**src/eye_tracker_pkg.sv**
```systemverilog
`default_nettype none

package eye_tracker_pkg;

    // ------------------------------
    // Data widths
    // ------------------------------
    typedef logic [7:0]  pixel_t;
    typedef logic [9:0]  coord_t;
    typedef logic [19:0] count_t;
    typedef logic [27:0] sum_t;
    typedef logic [7:0]  frame_id_t;
    typedef logic [7:0]  byte_t;

    // Result buffer, also the initial credit count
    localparam int RESULT_DEPTH = 4;
    localparam int RESULT_PTR_W = $clog2(RESULT_DEPTH);
    localparam int RESULT_CNT_W = $clog2(RESULT_DEPTH + 1);

    // One quotient bit per step
    localparam int STEP_W = $clog2($bits(sum_t));

    // ------------------------------
    // UART framing
    // ------------------------------
    localparam int CLKS_PER_BIT = 8;
    localparam int CLK_CNT_W    = $clog2(CLKS_PER_BIT);
    localparam int PACKET_BYTES = 9;
    localparam int BYTE_IDX_W   = $clog2(PACKET_BYTES);
    localparam int BIT_IDX_W    = $clog2($bits(byte_t));

    localparam byte_t SYNC_BYTE = 8'hA5;

    // State machines
    typedef enum logic [1:0] {
        DIV_IDLE,
        DIV_X,
        DIV_Y,
        DIV_SEND
    } div_state_t;

    typedef enum logic [1:0] {
        TX_IDLE,
        TX_START,
        TX_DATA,
        TX_STOP
    } tx_state_t;

endpackage

`default_nettype wire

```
**src/camera_input.sv**
```systemverilog
`timescale 1ns/1ps
`default_nettype none

module camera_input import eye_tracker_pkg::*; (
    input  wire         cclk,
    input  wire         rst,
    input  wire         fval,
    input  wire         lval,
    input  wire         dval,
    input  wire pixel_t data,
    output logic        pixel_valid,
    output pixel_t      pixel,
    output coord_t      x,
    output coord_t      y,
    output logic        frame_end,
    output frame_id_t   frame_id
);

    logic   fval_q;
    logic   lval_q;
    logic   frame_start;
    logic   line_end;
    logic   pix_in;
    coord_t x_cnt;
    coord_t y_cnt;
    coord_t x_cur;
    coord_t y_cur;

    assign frame_start = fval & ~fval_q;
    assign line_end    = lval_q & ~lval;
    assign pix_in      = fval & lval & dval;

    // First pixel may arrive together with the fval edge
    assign x_cur = frame_start ? '0 : x_cnt;
    assign y_cur = frame_start ? '0 : y_cnt;

    always_ff @(posedge cclk) begin
        if (rst) begin
            fval_q      <= 1'b0;
            lval_q      <= 1'b0;
            pixel_valid <= 1'b0;
            frame_end   <= 1'b0;
            x_cnt       <= '0;
            y_cnt       <= '0;
            frame_id    <= '1;
        end else begin
            fval_q      <= fval;
            lval_q      <= lval;
            pixel_valid <= pix_in;
            frame_end   <= fval_q & ~fval;
            if (frame_start) begin
                frame_id <= frame_id + 1'b1;
            end
            if (line_end && !frame_start) begin
                x_cnt <= '0;
                y_cnt <= y_cnt + 1'b1;
            end else begin
                x_cnt <= x_cur + coord_t'(pix_in);
                y_cnt <= y_cur;
            end
        end
    end

    always_ff @(posedge cclk) begin
        pixel <= data;
        x     <= x_cur;
        y     <= y_cur;
    end

endmodule

`default_nettype wire

```
**src/centroid_accum.sv**
```systemverilog
`timescale 1ns/1ps
`default_nettype none

module centroid_accum import eye_tracker_pkg::*; (
    input  wire            cclk,
    input  wire            rst,
    input  wire            pixel_valid,
    input  wire pixel_t    pixel,
    input  wire coord_t    x,
    input  wire coord_t    y,
    input  wire            frame_end,
    input  wire frame_id_t frame_id,
    input  wire pixel_t    threshold,
    output logic           sum_valid,
    output count_t         sum_s,
    output sum_t           sum_x,
    output sum_t           sum_y,
    output frame_id_t      sum_id
);

    count_t acc_s;
    sum_t   acc_x;
    sum_t   acc_y;
    logic   dark;

    // Pupil is darker than the threshold
    assign dark = pixel_valid && (pixel < threshold);

    // ------------------------------
    // Running sums over one frame
    // ------------------------------
    always_ff @(posedge cclk) begin
        if (rst) begin
            acc_s     <= '0;
            acc_x     <= '0;
            acc_y     <= '0;
            sum_valid <= 1'b0;
        end else begin
            sum_valid <= frame_end;
            if (frame_end) begin
                acc_s <= '0;
                acc_x <= '0;
                acc_y <= '0;
            end else if (dark) begin
                acc_s <= acc_s + count_t'(1);
                acc_x <= acc_x + sum_t'(x);
                acc_y <= acc_y + sum_t'(y);
            end
        end
    end

    // Snapshot for the divider, valid with sum_valid
    always_ff @(posedge cclk) begin
        if (frame_end) begin
            sum_s  <= acc_s;
            sum_x  <= acc_x;
            sum_y  <= acc_y;
            sum_id <= frame_id;
        end
    end

endmodule

`default_nettype wire

```
**src/centroid_divider.sv**
```systemverilog
`timescale 1ns/1ps
`default_nettype none

module centroid_divider import eye_tracker_pkg::*; (
    input  wire            cclk,
    input  wire            rst,
    input  wire            sum_valid,
    input  wire count_t    sum_s,
    input  wire sum_t      sum_x,
    input  wire sum_t      sum_y,
    input  wire frame_id_t sum_id,
    input  wire            credit_return,
    output logic           result_valid,
    output frame_id_t      result_id,
    output count_t         result_count,
    output coord_t         result_cx,
    output coord_t         result_cy
);

    div_state_t              state;
    logic [RESULT_CNT_W-1:0] credits;
    logic [STEP_W-1:0]       step;
    logic                    last_step;
    logic                    send;

    // Dividend shifts out of the top while quotient bits enter at the bottom
    sum_t                    quot;
    sum_t                    quot_next;
    sum_t                    sum_y_q;
    count_t                  rem;
    count_t                  rem_next;
    logic [$bits(count_t):0] rem_shift;
    logic [$bits(count_t):0] diff;
    logic                    q_bit;

    // ------------------------------
    // Restoring divide step
    // ------------------------------
    assign rem_shift = {rem, quot[$bits(sum_t)-1]};
    assign diff      = rem_shift - {1'b0, result_count};
    assign q_bit     = ~diff[$bits(count_t)];
    assign rem_next  = q_bit ? diff[$bits(count_t)-1:0] : rem_shift[$bits(count_t)-1:0];
    assign quot_next = {quot[$bits(sum_t)-2:0], q_bit};

    assign last_step = step == STEP_W'($bits(sum_t) - 1);
    assign send      = (state == DIV_SEND) && (credits != '0);

    always_ff @(posedge cclk) begin
        if (rst) begin
            state        <= DIV_IDLE;
            credits      <= RESULT_CNT_W'(RESULT_DEPTH);
            result_valid <= 1'b0;
        end else begin
            result_valid <= send;
            credits      <= credits + RESULT_CNT_W'(credit_return) - RESULT_CNT_W'(send);
            case (state)
                DIV_IDLE: begin
                    // Sums arriving outside IDLE are dropped
                    if (sum_valid) begin
                        state <= (sum_s == '0) ? DIV_SEND : DIV_X;
                    end
                end
                DIV_X: begin
                    if (last_step) begin
                        state <= DIV_Y;
                    end
                end
                DIV_Y: begin
                    if (last_step) begin
                        state <= DIV_SEND;
                    end
                end
                DIV_SEND: begin
                    if (send) begin
                        state <= DIV_IDLE;
                    end
                end
                default: state <= DIV_IDLE;
            endcase
        end
    end

    always_ff @(posedge cclk) begin
        case (state)
            DIV_IDLE: begin
                if (sum_valid) begin
                    result_id    <= sum_id;
                    result_count <= sum_s;
                    result_cx    <= '0;
                    result_cy    <= '0;
                    quot         <= sum_x;
                    sum_y_q      <= sum_y;
                    rem          <= '0;
                    step         <= '0;
                end
            end
            DIV_X, DIV_Y: begin
                quot <= quot_next;
                rem  <= rem_next;
                step <= step + 1'b1;
                if (last_step && state == DIV_X) begin
                    result_cx <= quot_next[$bits(coord_t)-1:0];
                    quot      <= sum_y_q;
                    rem       <= '0;
                    step      <= '0;
                end else if (last_step) begin
                    result_cy <= quot_next[$bits(coord_t)-1:0];
                end
            end
            default: ;
        endcase
    end

endmodule

`default_nettype wire

```
**src/result_fifo.sv**
```systemverilog
`timescale 1ns/1ps
`default_nettype none

module result_fifo import eye_tracker_pkg::*; (
    input  wire            cclk,
    input  wire            rst,
    input  wire            result_valid,
    input  wire frame_id_t result_id,
    input  wire count_t    result_count,
    input  wire coord_t    result_cx,
    input  wire coord_t    result_cy,
    input  wire            pop,
    output logic           fifo_nonempty,
    output frame_id_t      head_id,
    output count_t         head_count,
    output coord_t         head_cx,
    output coord_t         head_cy,
    output logic           credit_return
);

    frame_id_t               mem_id    [RESULT_DEPTH];
    count_t                  mem_count [RESULT_DEPTH];
    coord_t                  mem_cx    [RESULT_DEPTH];
    coord_t                  mem_cy    [RESULT_DEPTH];
    logic [RESULT_PTR_W-1:0] wr_ptr;
    logic [RESULT_PTR_W-1:0] rd_ptr;
    logic [RESULT_CNT_W-1:0] occupancy;
    logic                    do_pop;

    assign fifo_nonempty = occupancy != '0;
    assign do_pop        = pop & fifo_nonempty;

    assign head_id    = mem_id[rd_ptr];
    assign head_count = mem_count[rd_ptr];
    assign head_cx    = mem_cx[rd_ptr];
    assign head_cy    = mem_cy[rd_ptr];

    // No full check, the sender only writes against credits
    always_ff @(posedge cclk) begin
        if (result_valid) begin
            mem_id[wr_ptr]    <= result_id;
            mem_count[wr_ptr] <= result_count;
            mem_cx[wr_ptr]    <= result_cx;
            mem_cy[wr_ptr]    <= result_cy;
        end
    end

    // Pointers wrap naturally at a power-of-two depth
    always_ff @(posedge cclk) begin
        if (rst) begin
            wr_ptr        <= '0;
            rd_ptr        <= '0;
            occupancy     <= '0;
            credit_return <= 1'b0;
        end else begin
            wr_ptr        <= wr_ptr + RESULT_PTR_W'(result_valid);
            rd_ptr        <= rd_ptr + RESULT_PTR_W'(do_pop);
            occupancy     <= occupancy + RESULT_CNT_W'(result_valid) - RESULT_CNT_W'(do_pop);
            credit_return <= do_pop;
        end
    end

endmodule

`default_nettype wire

```
**src/uart_result_tx.sv**
```systemverilog
`timescale 1ns/1ps
`default_nettype none

module uart_result_tx import eye_tracker_pkg::*; (
    input  wire            cclk,
    input  wire            rst,
    input  wire            fifo_nonempty,
    input  wire frame_id_t head_id,
    input  wire count_t    head_count,
    input  wire coord_t    head_cx,
    input  wire coord_t    head_cy,
    output logic           pop,
    output logic           uart_txd
);

    tx_state_t             state;
    logic [CLK_CNT_W-1:0]  clk_cnt;
    logic [BIT_IDX_W-1:0]  bit_idx;
    logic [BYTE_IDX_W-1:0] byte_idx;
    logic                  bit_done;
    byte_t                 cur_byte;
    frame_id_t             pkt_id;
    count_t                pkt_count;
    coord_t                pkt_cx;
    coord_t                pkt_cy;

    assign pop      = (state == TX_IDLE) && fifo_nonempty;
    assign bit_done = clk_cnt == CLK_CNT_W'(CLKS_PER_BIT - 1);

    // Head entry is held for the whole packet
    always_ff @(posedge cclk) begin
        if (pop) begin
            pkt_id    <= head_id;
            pkt_count <= head_count;
            pkt_cx    <= head_cx;
            pkt_cy    <= head_cy;
        end
    end

    // ------------------------------
    // Packet byte order
    // ------------------------------
    always_comb begin
        case (byte_idx)
            4'd0:    cur_byte = SYNC_BYTE;
            4'd1:    cur_byte = pkt_id;
            4'd2:    cur_byte = byte_t'(pkt_cx[9:8]);
            4'd3:    cur_byte = pkt_cx[7:0];
            4'd4:    cur_byte = byte_t'(pkt_cy[9:8]);
            4'd5:    cur_byte = pkt_cy[7:0];
            4'd6:    cur_byte = byte_t'(pkt_count[19:16]);
            4'd7:    cur_byte = pkt_count[15:8];
            default: cur_byte = pkt_count[7:0];
        endcase
    end

    // ------------------------------
    // 8N1 serializer, LSB first
    // ------------------------------
    always_ff @(posedge cclk) begin
        if (rst) begin
            state    <= TX_IDLE;
            clk_cnt  <= '0;
            bit_idx  <= '0;
            byte_idx <= '0;
            uart_txd <= 1'b1;
        end else begin
            clk_cnt <= bit_done ? '0 : clk_cnt + 1'b1;
            case (state)
                TX_IDLE: begin
                    clk_cnt  <= '0;
                    uart_txd <= 1'b1;
                    if (fifo_nonempty) begin
                        byte_idx <= '0;
                        uart_txd <= 1'b0;
                        state    <= TX_START;
                    end
                end
                TX_START: begin
                    if (bit_done) begin
                        bit_idx  <= '0;
                        uart_txd <= cur_byte[0];
                        state    <= TX_DATA;
                    end
                end
                TX_DATA: begin
                    if (bit_done) begin
                        if (bit_idx == BIT_IDX_W'($bits(byte_t) - 1)) begin
                            uart_txd <= 1'b1;
                            state    <= TX_STOP;
                        end else begin
                            bit_idx  <= bit_idx + 1'b1;
                            uart_txd <= cur_byte[bit_idx + 1'b1];
                        end
                    end
                end
                TX_STOP: begin
                    if (bit_done) begin
                        if (byte_idx == BYTE_IDX_W'(PACKET_BYTES - 1)) begin
                            state <= TX_IDLE;
                        end else begin
                            byte_idx <= byte_idx + 1'b1;
                            uart_txd <= 1'b0;
                            state    <= TX_START;
                        end
                    end
                end
                default: state <= TX_IDLE;
            endcase
        end
    end

endmodule

`default_nettype wire

```
**src/eye_tracker_top.sv**
```systemverilog
`timescale 1ns/1ps
`default_nettype none

module eye_tracker_top import eye_tracker_pkg::*; (
    input  wire         cclk,
    input  wire         rst,
    input  wire         fval,
    input  wire         lval,
    input  wire         dval,
    input  wire pixel_t data,
    input  wire pixel_t threshold,
    output logic        uart_txd
);

    // Camera to accumulator
    logic      pixel_valid;
    pixel_t    pixel;
    coord_t    x;
    coord_t    y;
    logic      frame_end;
    frame_id_t frame_id;

    // Accumulator to divider
    logic      sum_valid;
    count_t    sum_s;
    sum_t      sum_x;
    sum_t      sum_y;
    frame_id_t sum_id;

    // Divider to FIFO, with credits back
    logic      result_valid;
    frame_id_t result_id;
    count_t    result_count;
    coord_t    result_cx;
    coord_t    result_cy;
    logic      credit_return;

    // FIFO to transmitter
    logic      fifo_nonempty;
    frame_id_t head_id;
    count_t    head_count;
    coord_t    head_cx;
    coord_t    head_cy;
    logic      pop;

    camera_input u_camera_input (
        .cclk(cclk), .rst(rst),
        .fval(fval), .lval(lval), .dval(dval), .data(data),
        .pixel_valid(pixel_valid), .pixel(pixel), .x(x), .y(y),
        .frame_end(frame_end), .frame_id(frame_id)
    );

    centroid_accum u_centroid_accum (
        .cclk(cclk), .rst(rst),
        .pixel_valid(pixel_valid), .pixel(pixel), .x(x), .y(y),
        .frame_end(frame_end), .frame_id(frame_id), .threshold(threshold),
        .sum_valid(sum_valid), .sum_s(sum_s), .sum_x(sum_x), .sum_y(sum_y), .sum_id(sum_id)
    );

    centroid_divider u_centroid_divider (
        .cclk(cclk), .rst(rst),
        .sum_valid(sum_valid), .sum_s(sum_s), .sum_x(sum_x), .sum_y(sum_y), .sum_id(sum_id),
        .credit_return(credit_return),
        .result_valid(result_valid), .result_id(result_id), .result_count(result_count),
        .result_cx(result_cx), .result_cy(result_cy)
    );

    result_fifo u_result_fifo (
        .cclk(cclk), .rst(rst),
        .result_valid(result_valid), .result_id(result_id), .result_count(result_count),
        .result_cx(result_cx), .result_cy(result_cy),
        .pop(pop), .fifo_nonempty(fifo_nonempty),
        .head_id(head_id), .head_count(head_count), .head_cx(head_cx), .head_cy(head_cy),
        .credit_return(credit_return)
    );

    uart_result_tx u_uart_result_tx (
        .cclk(cclk), .rst(rst),
        .fifo_nonempty(fifo_nonempty),
        .head_id(head_id), .head_count(head_count), .head_cx(head_cx), .head_cy(head_cy),
        .pop(pop), .uart_txd(uart_txd)
    );

endmodule

`default_nettype wire

```
**config.mk**
```make
export PLATFORM = sky130hd
export DESIGN_NAME = eye_tracker_top
export DESIGN_NICKNAME = d
export VERILOG_FILES = /design/src/eye_tracker_pkg.sv /design/src/camera_input.sv /design/src/centroid_accum.sv /design/src/centroid_divider.sv /design/src/result_fifo.sv /design/src/uart_result_tx.sv /design/src/eye_tracker_top.sv
export SDC_FILE = /design/constraint.sdc
export NUM_CORES = 1
export LEC_CHECK = 0
export BUFFER_PORTS_ARGS = -buffer_cell sky130_fd_sc_hd__buf_2
export CAP_MARGIN = 20
export CORE_ASPECT_RATIO = 1.75
export CORE_UTILIZATION = 57
export DETAILED_ROUTE_END_ITERATION = 7
export PLACE_DENSITY = 0.76
export SLEW_MARGIN = 30
export SYNTH_ARGS = -nofsm -noshare
export SYNTH_HDL_FRONTEND = slang
export SYNTH_SLANG_ARGS = --single-unit
```
**constraint.sdc**
```tcl
create_clock -name cclk -period 4.6 [get_ports cclk]
set_clock_uncertainty 0.2 [all_clocks]
set_input_delay 0.23 -clock cclk [delete_from_list [all_inputs] [get_ports cclk]]
set_output_delay 0.23 -clock cclk [all_outputs]
set_load 0.05 [all_outputs]
```
# == After elaboration in Yosys (flattened, before gate mapping) ==
# Memories as Yosys holds them, arrays and structs flattened. A register that Yosys moved wholly into a read port is not among the register bits.
# Cells that the tools add are included.
# word_totals
ramBits,192
ff_bits,377
output_inout_bits,1
input_bits,21
memories,4
# classes
n_addsub,17
eq_ne,31
n_reduce_logical,28
n_bitwise,10
mux,52
order_cmp,2
# mem_list
name,depth,word_bits,read_ports,rd_clocked_by_memory_dff,wr,line,source
u_result_fifo.mem_count,4,20,1,1,1,result_fifo.sv:22,count_t mem_count [RESULT_DEPTH];
u_result_fifo.mem_cx,4,10,1,1,1,result_fifo.sv:23,coord_t mem_cx [RESULT_DEPTH];
u_result_fifo.mem_cy,4,10,1,1,1,result_fifo.sv:24,coord_t mem_cy [RESULT_DEPTH];
u_result_fifo.mem_id,4,8,1,1,1,result_fifo.sv:21,frame_id_t mem_id [RESULT_DEPTH];
# op_table
op,count
two-way mux 10 bit,7
one-hot mux 8 bit (8 select lines),1
two-way mux 20 bit,3
adder 28 x 10 -> 28 bit,2
two-way mux 28 bit,2
one-hot mux 28 bit (2 select lines),1
one-hot mux 10 bit (2 select lines),2
one-hot mux 20 bit (2 select lines),1
subtractor 21 x 20 -> 21 bit,1
"adder 20 x 1 -> 20 bit, second input constant",1
zero test 20 bit,1
two-way mux 2 bit,10
AND reduction 4 bit,5
"inequality test 2 x 1 -> 1 bit, second input constant",9
"== test 4 x 3 -> 1 bit, second input constant",4
one-hot mux 2 bit (4 select lines),2
two-way mux 4 bit,3
adder 10 x 1 -> 10 bit,1
"adder 10 x 1 -> 10 bit, second input constant",1
two-way mux 1 bit,10
two-way mux 5 bit,2
"inequality test 2 bit, second input constant",5
one-hot mux 5 bit (2 select lines),1
two-way mux 3 bit,3
other kinds (33),62

# == Logic depth before layout (Yosys ltp) ==
# depth
word_depth,7
depth_mapped,13

# == Hierarchy ==
# A second synthesis with hierarchy kept.
# hier_totals
cells_unflattened,1876
hier_area_um2,25827.3
# by_module_without_submodules
mod,n_inst,cells_each,area_per_inst_um2
result_fifo,1,284,7284.5
centroid_accum,1,645,7131.8
centroid_divider,1,538,6538.8
uart_result_tx,1,212,2717.6
camera_input,1,197,2154.6

# == Least setup slack after synthesis ==
# No wires, ideal clock.
# synth_timing
kind,register -> register
startpoint,reg u_centroid_divider.result_valid
endpoint,mem u_result_fifo.mem_count[0][0] (netlist bit) (enable)
setup_time_ns,0.523
period_less_slack_ns,4.667
t_arrival_ns,3.944
slack_ns,-0.067
path_stages_with_launch,2
path_cell_list,dfxtp_1 > nor3b_1
# synth_between
elab_chain_cells,2
# synth_rtl
element,line,source
start: declaration,centroid_divider.sv:13,"output logic result_valid,"
start signal: assignment,centroid_divider.sv:54,result_valid <= send;
two-way mux 1 bit,result_fifo.sv:40,if (result_valid) begin
two-way mux 1 bit (not written as such),result_fifo.sv:42,mem_count[wr_ptr] <= result_count;
end: declaration,result_fifo.sv:22,
# No other way between the ends.

# == Worst setup path in the final report ==
# layout_timing
startpoint,reg u_centroid_divider.result_count[0]
endpoint,"reg u_centroid_divider.rem[4], data pin"
# layout_between
elab_chain_cells,4
# layout_rtl
element,line,source
start: declaration,centroid_divider.sv:15,"output count_t result_count,"
start signal: assignment,centroid_divider.sv:88,result_count <= sum_s;
subtractor 21 x 20 -> 21 bit,centroid_divider.sv:40,"assign diff = rem_shift - {1'b0, result_count};"
two-way mux 20 bit,centroid_divider.sv:42,assign rem_next = q_bit ? diff[$bits(count_t)-1:0] : rem_shift[$bits(count_t)-1:0];
two-way mux 20 bit,centroid_divider.sv:101,if (last_step && state == DIV_X) begin
one-hot mux 20 bit (2 select lines),centroid_divider.sv:84,case (state)
end signal: assignment,centroid_divider.sv:99,rem <= rem_next;
end: declaration,centroid_divider.sv:30,count_t rem;
# No other way between the ends.
# A chain may end at the register's enable or synchronous reset.

==> impl_summary.txt <==
----------------------------------------------------
[Synth]
  Most frequent cell after synthesis ... sky130_fd_sc_hd__edfxtp_1
  Sequential area share after synthesis ... 0.670
  Yosys top cell area share ... 0.540
  Primary FF master, synth ... sky130_fd_sc_hd__edfxtp_1
  List of most frequent post-synthesis cells ... sky130_fd_sc_hd__edfxtp_1, sky130_fd_sc_hd__dfxtp_1, sky130_fd_sc_hd__nor2_1
  Post-synthesis register bit count ... 617
  EDFF count, synth ... 453
  Number of different library cells in the post-synthesis netlist ... 81
  Netlist Area Pre-Place ... 25,200 um2
  Number of instances in the synthesized netlist ... 1,764
  FFs w/ async S/R, synth ... 0
  Average instance area after synthesis ... 14.3 um2
  Net count after synthesis ... 1,866
  Post-synthesis cell type with the largest combined area ... sky130_fd_sc_hd__edfxtp_1
  Biggest area contributors in the synthesized netlist ... sky130_fd_sc_hd__edfxtp_1, sky130_fd_sc_hd__dfxtp_1, sky130_fd_sc_hd__mux4_2, sky130_fd_sc_hd__ha_1, sky130_fd_sc_hd__nor2_1
  Total number of yosys warnings ... 0

[Timing]
  Final hold violation count ... 0
  Slew Limit Fails ... 0
  Post-Route Setup TNS ... 0 ns
  Max-Slew Margin vs Limit ... 0.383
  Min Clock Period, post-route ... 3.66 ns
  Setup repair after global routing missed its margin ... no
  Slew of the pin with the lowest slew margin ... 0.923 ns
  Final setup violation count ... 0
  Maximum clock frequency ... 273 MHz
  Final critical-path share of the clock period ... 0.796
  Post-Route Hold Slack ... 0.0764 ns

[Critical path]
  Worst setup path startpoint ... u_centroid_divider.result_count[0]
  Kind of cell with the highest combined delay on the critical path ... compound AO/OA/AOI/OAI gates
  Highest cell delay on the worst timing path ... 0.80 ns
  Worst-path maximum fanout ... 15
  Critical path endpoint category ... flop
  Origin of the critical flop-to-flop path ... u_centroid_divider.result_count[0]
  Category of the most critical setup path ... reg -> reg
  Slowest-stage cell, CP ... sky130_fd_sc_hd__mux2i_2
  Required time at the worst-slack endpoint ... 4.80 ns
  CP Launch Type ... flop
  Crit path buffers/inverters ... 0
  Critical Path AT ... 3.86 ns
  Sequence of cells on the critical path ... ha_1 > fa_1 > nor2b_1 > o2111a_1 > o21a_1 > o21ai_2 > a31oi_2 > mux2i_2 > o21ai_0 > a21oi_1

[CTS]
  TritonCTS sink count ... 617
  Post-CTS Resized ... 0
  Maximum clock path buffer count ... 3
  Clock slew at the register clock pins of the worst setup and hold paths ... 0.07 ns
  Cts bufs inserted ... 52
  Level count of the clock H-tree ... 2
  CTS tree ... built
  Hold bufs inserted after CTS ... 13
  Skew-Pair Late Insertion Delay ... 0.60 ns
  Post-CTS setup-driven buffer insertion count ... 0
  Cell at the root of the clock tree ... sky130_fd_sc_hd__clkbuf_16

[Power and ir drop]
  Total leakage power ... 10.0 nW
  Comb power frac ... 0.171
  Power per standard cell area ... 512 nW/um2
  Clock network fraction of design power ... 0.327
  Internal cell power ... 0.0104 W
  Worst ir drop on vdd ... 377 uV
  Sw Share ... 0.269
  Sequential fraction of design power ... 0.503
  NetSw ... 0.00384 W

[GRT]
  Number of global-route vias before repair ... 15,000
  Global-route wire length before repair ... 77.0 mm
  GRT Total Usage ... 0.220
  Number of antenna violations at the first check in global routing ... 0
  Largest net degree at the start of global routing ... 76
  Aggregate global routing overflow ... 0

[Drt]
  Drt drc ... 0
  Number of violations reported at the end of detailed-routing iteration 0 ... 871
  Number of detailed-routing iterations run before antenna repair ... 5
  Number of nets still failing antenna checks after routing ... 0
  Vias after detailed routing ... 14,200
  Post-detailed-routing wire length ... 48.2 mm
  Average vias per placed instance ... 5.90
  Detailed-route wire length per cell ... 20.0 um

[Floorplan]
  Site Rows ... 101
  Boundary pin count ... 22
  DIE HEIGHT ... 280 um
  Die X ... 161 um
  Die area ... 45,100 um2
  Core footprint ... 43,500 um2
  Initial cell density of the core ... 0.579

[Placement]
  Sum of net half-perimeters after detailed placement ... 32.0 mm
  Routability cong. ... 0.892
  # port buffers ... 21

[Hold path]
  Startpoint of the most critical hold path ... data[1]
  Worst hold path class ... in -> reg

[Layout]
  Total Nets Final ... 1,900
  N_diodes ... 0
  Combined area of the multi-input logic cells ... 7820 um2
  Fill cell total of the finished layout ... 3,064
  Area used by sequential logic in the layout ... 16,900 um2
  Synthesis-to-layout area growth ... 10.8%
  Fraction of layout cells with a size suffix above 1 ... 0.120

[Run status]
  Outcome ... finished, final reports clean

[Run]
  Reported max-cap violation count ... 0

----------------------------------------------------
## routing by layer
metal,routed length [um],GRT usage,part of all wire,vias to the layer above
met5,0,0,0,-
met4,2490,0.118,0.052,0
met3,1270,0.0259,0.026,116
met2,26900,0.428,0.56,294
met1,17500,0.227,0.36,7091
li1,-,-,-,6693
## metrics by stage
step	area (um2)	setup WS, ns	total power [W]	instances	utilization
5_1_grt	27900	0.675	0.0149	2406	0.642
4_1_cts	27900	0.970	0.0144	2405	0.641
3_5_place_dp	25900	1.01	0.00973	2296	0.596
2_1_floorplan	25200	0.746	0.00898	1764	-
6_report	27900	0.937	0.0143	2406	0.642
3_3_place_gp	25900	1.02	0.00961	2295	0.595
## power groups by stage
stage / combinational, W / sequential, W / clock (W)
detailed placement: 0.00243 / 0.00730 / 0
CTS: 0.00247 / 0.00719 / 0.00473
finish: 0.00244 / 0.00718 / 0.00466
floorplan: 0.00190 / 0.00708 / 0
global placement: 0.00233 / 0.00728 / 0
global route: 0.00271 / 0.00723 / 0.00493
## worst register-to-register path, cell delays in order (launching register included)
cell,delay [ns]
sky130_fd_sc_hd__edfxtp_1,0.44
sky130_fd_sc_hd__ha_1,0.26
sky130_fd_sc_hd__fa_1,0.42
sky130_fd_sc_hd__nor2b_1,0.20
sky130_fd_sc_hd__o2111a_1,0.25
sky130_fd_sc_hd__o21a_1,0.18
sky130_fd_sc_hd__o21ai_2,0.08
sky130_fd_sc_hd__a31oi_2,0.25
sky130_fd_sc_hd__mux2i_2,0.80
sky130_fd_sc_hd__o21ai_0,0.24
sky130_fd_sc_hd__a21oi_1,0.18
## state kept, by name, summed over array words and instances, names as in the netlist, 32 cells and up
name	count
u_result_fifo.mem_count	80
u_result_fifo.mem_cx	40
u_result_fifo.mem_cy	40
u_result_fifo.mem_id	32
## final cells by class
cell class,instances,area share
clock inverter,23,0.0133
inverter,59,0.00794
clock buffer,73,0.0527
timing repair buffer,53,0.0150
tap,566,0.0254
sequential,617,0.606
multi-input combinational,1015,0.280
## kinds of logic (layout without fill, tap and decap cells)
| logic type | Yosys count | count (layout) | share of synthesized area |
|---|---|---|---|
| muxes | 99 | 99 | 0.0641 |
| xor gates and xnor gates | 96 | 96 | 0.0334 |
| DFF | 617 | 617 | 0.670 |
| and+or+nand+nor | 470 | 470 | 0.0968 |
| adders and majority gates | 81 | 81 | 0.0417 |
| buffers and inverters | 132 | 208 | 0.0212 |
| AOI/OAI and AO/OA | 269 | 269 | 0.0725 |
## worst paths after layout
| path | to | slack, ns | depth (start not counted) |
|---|---|---|---|
| max | u_centroid_divider.rem[4] | 0.94 | 10 |
| min | u_camera_input.pixel[1] | 0.08 | 2 |
| max reg2reg | u_centroid_divider.rem[4] | 0.94 | 10 |
| min reg2reg | u_centroid_divider.result_id[5] | 0.20 | 0 |
## cells in the final DEF (no fill, tap or decap), types with 9 or more instances in the layout
cell	count
sky130_fd_sc_hd__o21ai_1	22
sky130_fd_sc_hd__a21oi_1	107
sky130_fd_sc_hd__o21ai_0	20
sky130_fd_sc_hd__dlygate4sd3_1	13
sky130_fd_sc_hd__or3_1	16
sky130_fd_sc_hd__xor2_1	56
sky130_fd_sc_hd__clkbuf_16	53
sky130_fd_sc_hd__or4_1	10
sky130_fd_sc_hd__nor4_1	11
sky130_fd_sc_hd__nor2_1	155
sky130_fd_sc_hd__ha_1	75
sky130_fd_sc_hd__xnor2_1	40
sky130_fd_sc_hd__nor2b_1	16
sky130_fd_sc_hd__nand3_1	57
sky130_fd_sc_hd__a21oi_2	10
sky130_fd_sc_hd__and3_1	16
sky130_fd_sc_hd__and2_1	36
sky130_fd_sc_hd__clkbuf_1	13
sky130_fd_sc_hd__edfxtp_1	453
sky130_fd_sc_hd__mux2i_1	47
sky130_fd_sc_hd__nand4_1	35
sky130_fd_sc_hd__inv_1	56
sky130_fd_sc_hd__o21a_1	9
sky130_fd_sc_hd__nor3_1	15
sky130_fd_sc_hd__o31ai_1	11
sky130_fd_sc_hd__nand2_1	50
sky130_fd_sc_hd__mux4_2	49
sky130_fd_sc_hd__buf_4	17
sky130_fd_sc_hd__dfxtp_1	161
sky130_fd_sc_hd__nand2b_1	21
sky130_fd_sc_hd__buf_2	21
sky130_fd_sc_hd__a21o_1	13
sky130_fd_sc_hd__a211oi_1	15
(Power assumes the default switching activity.)
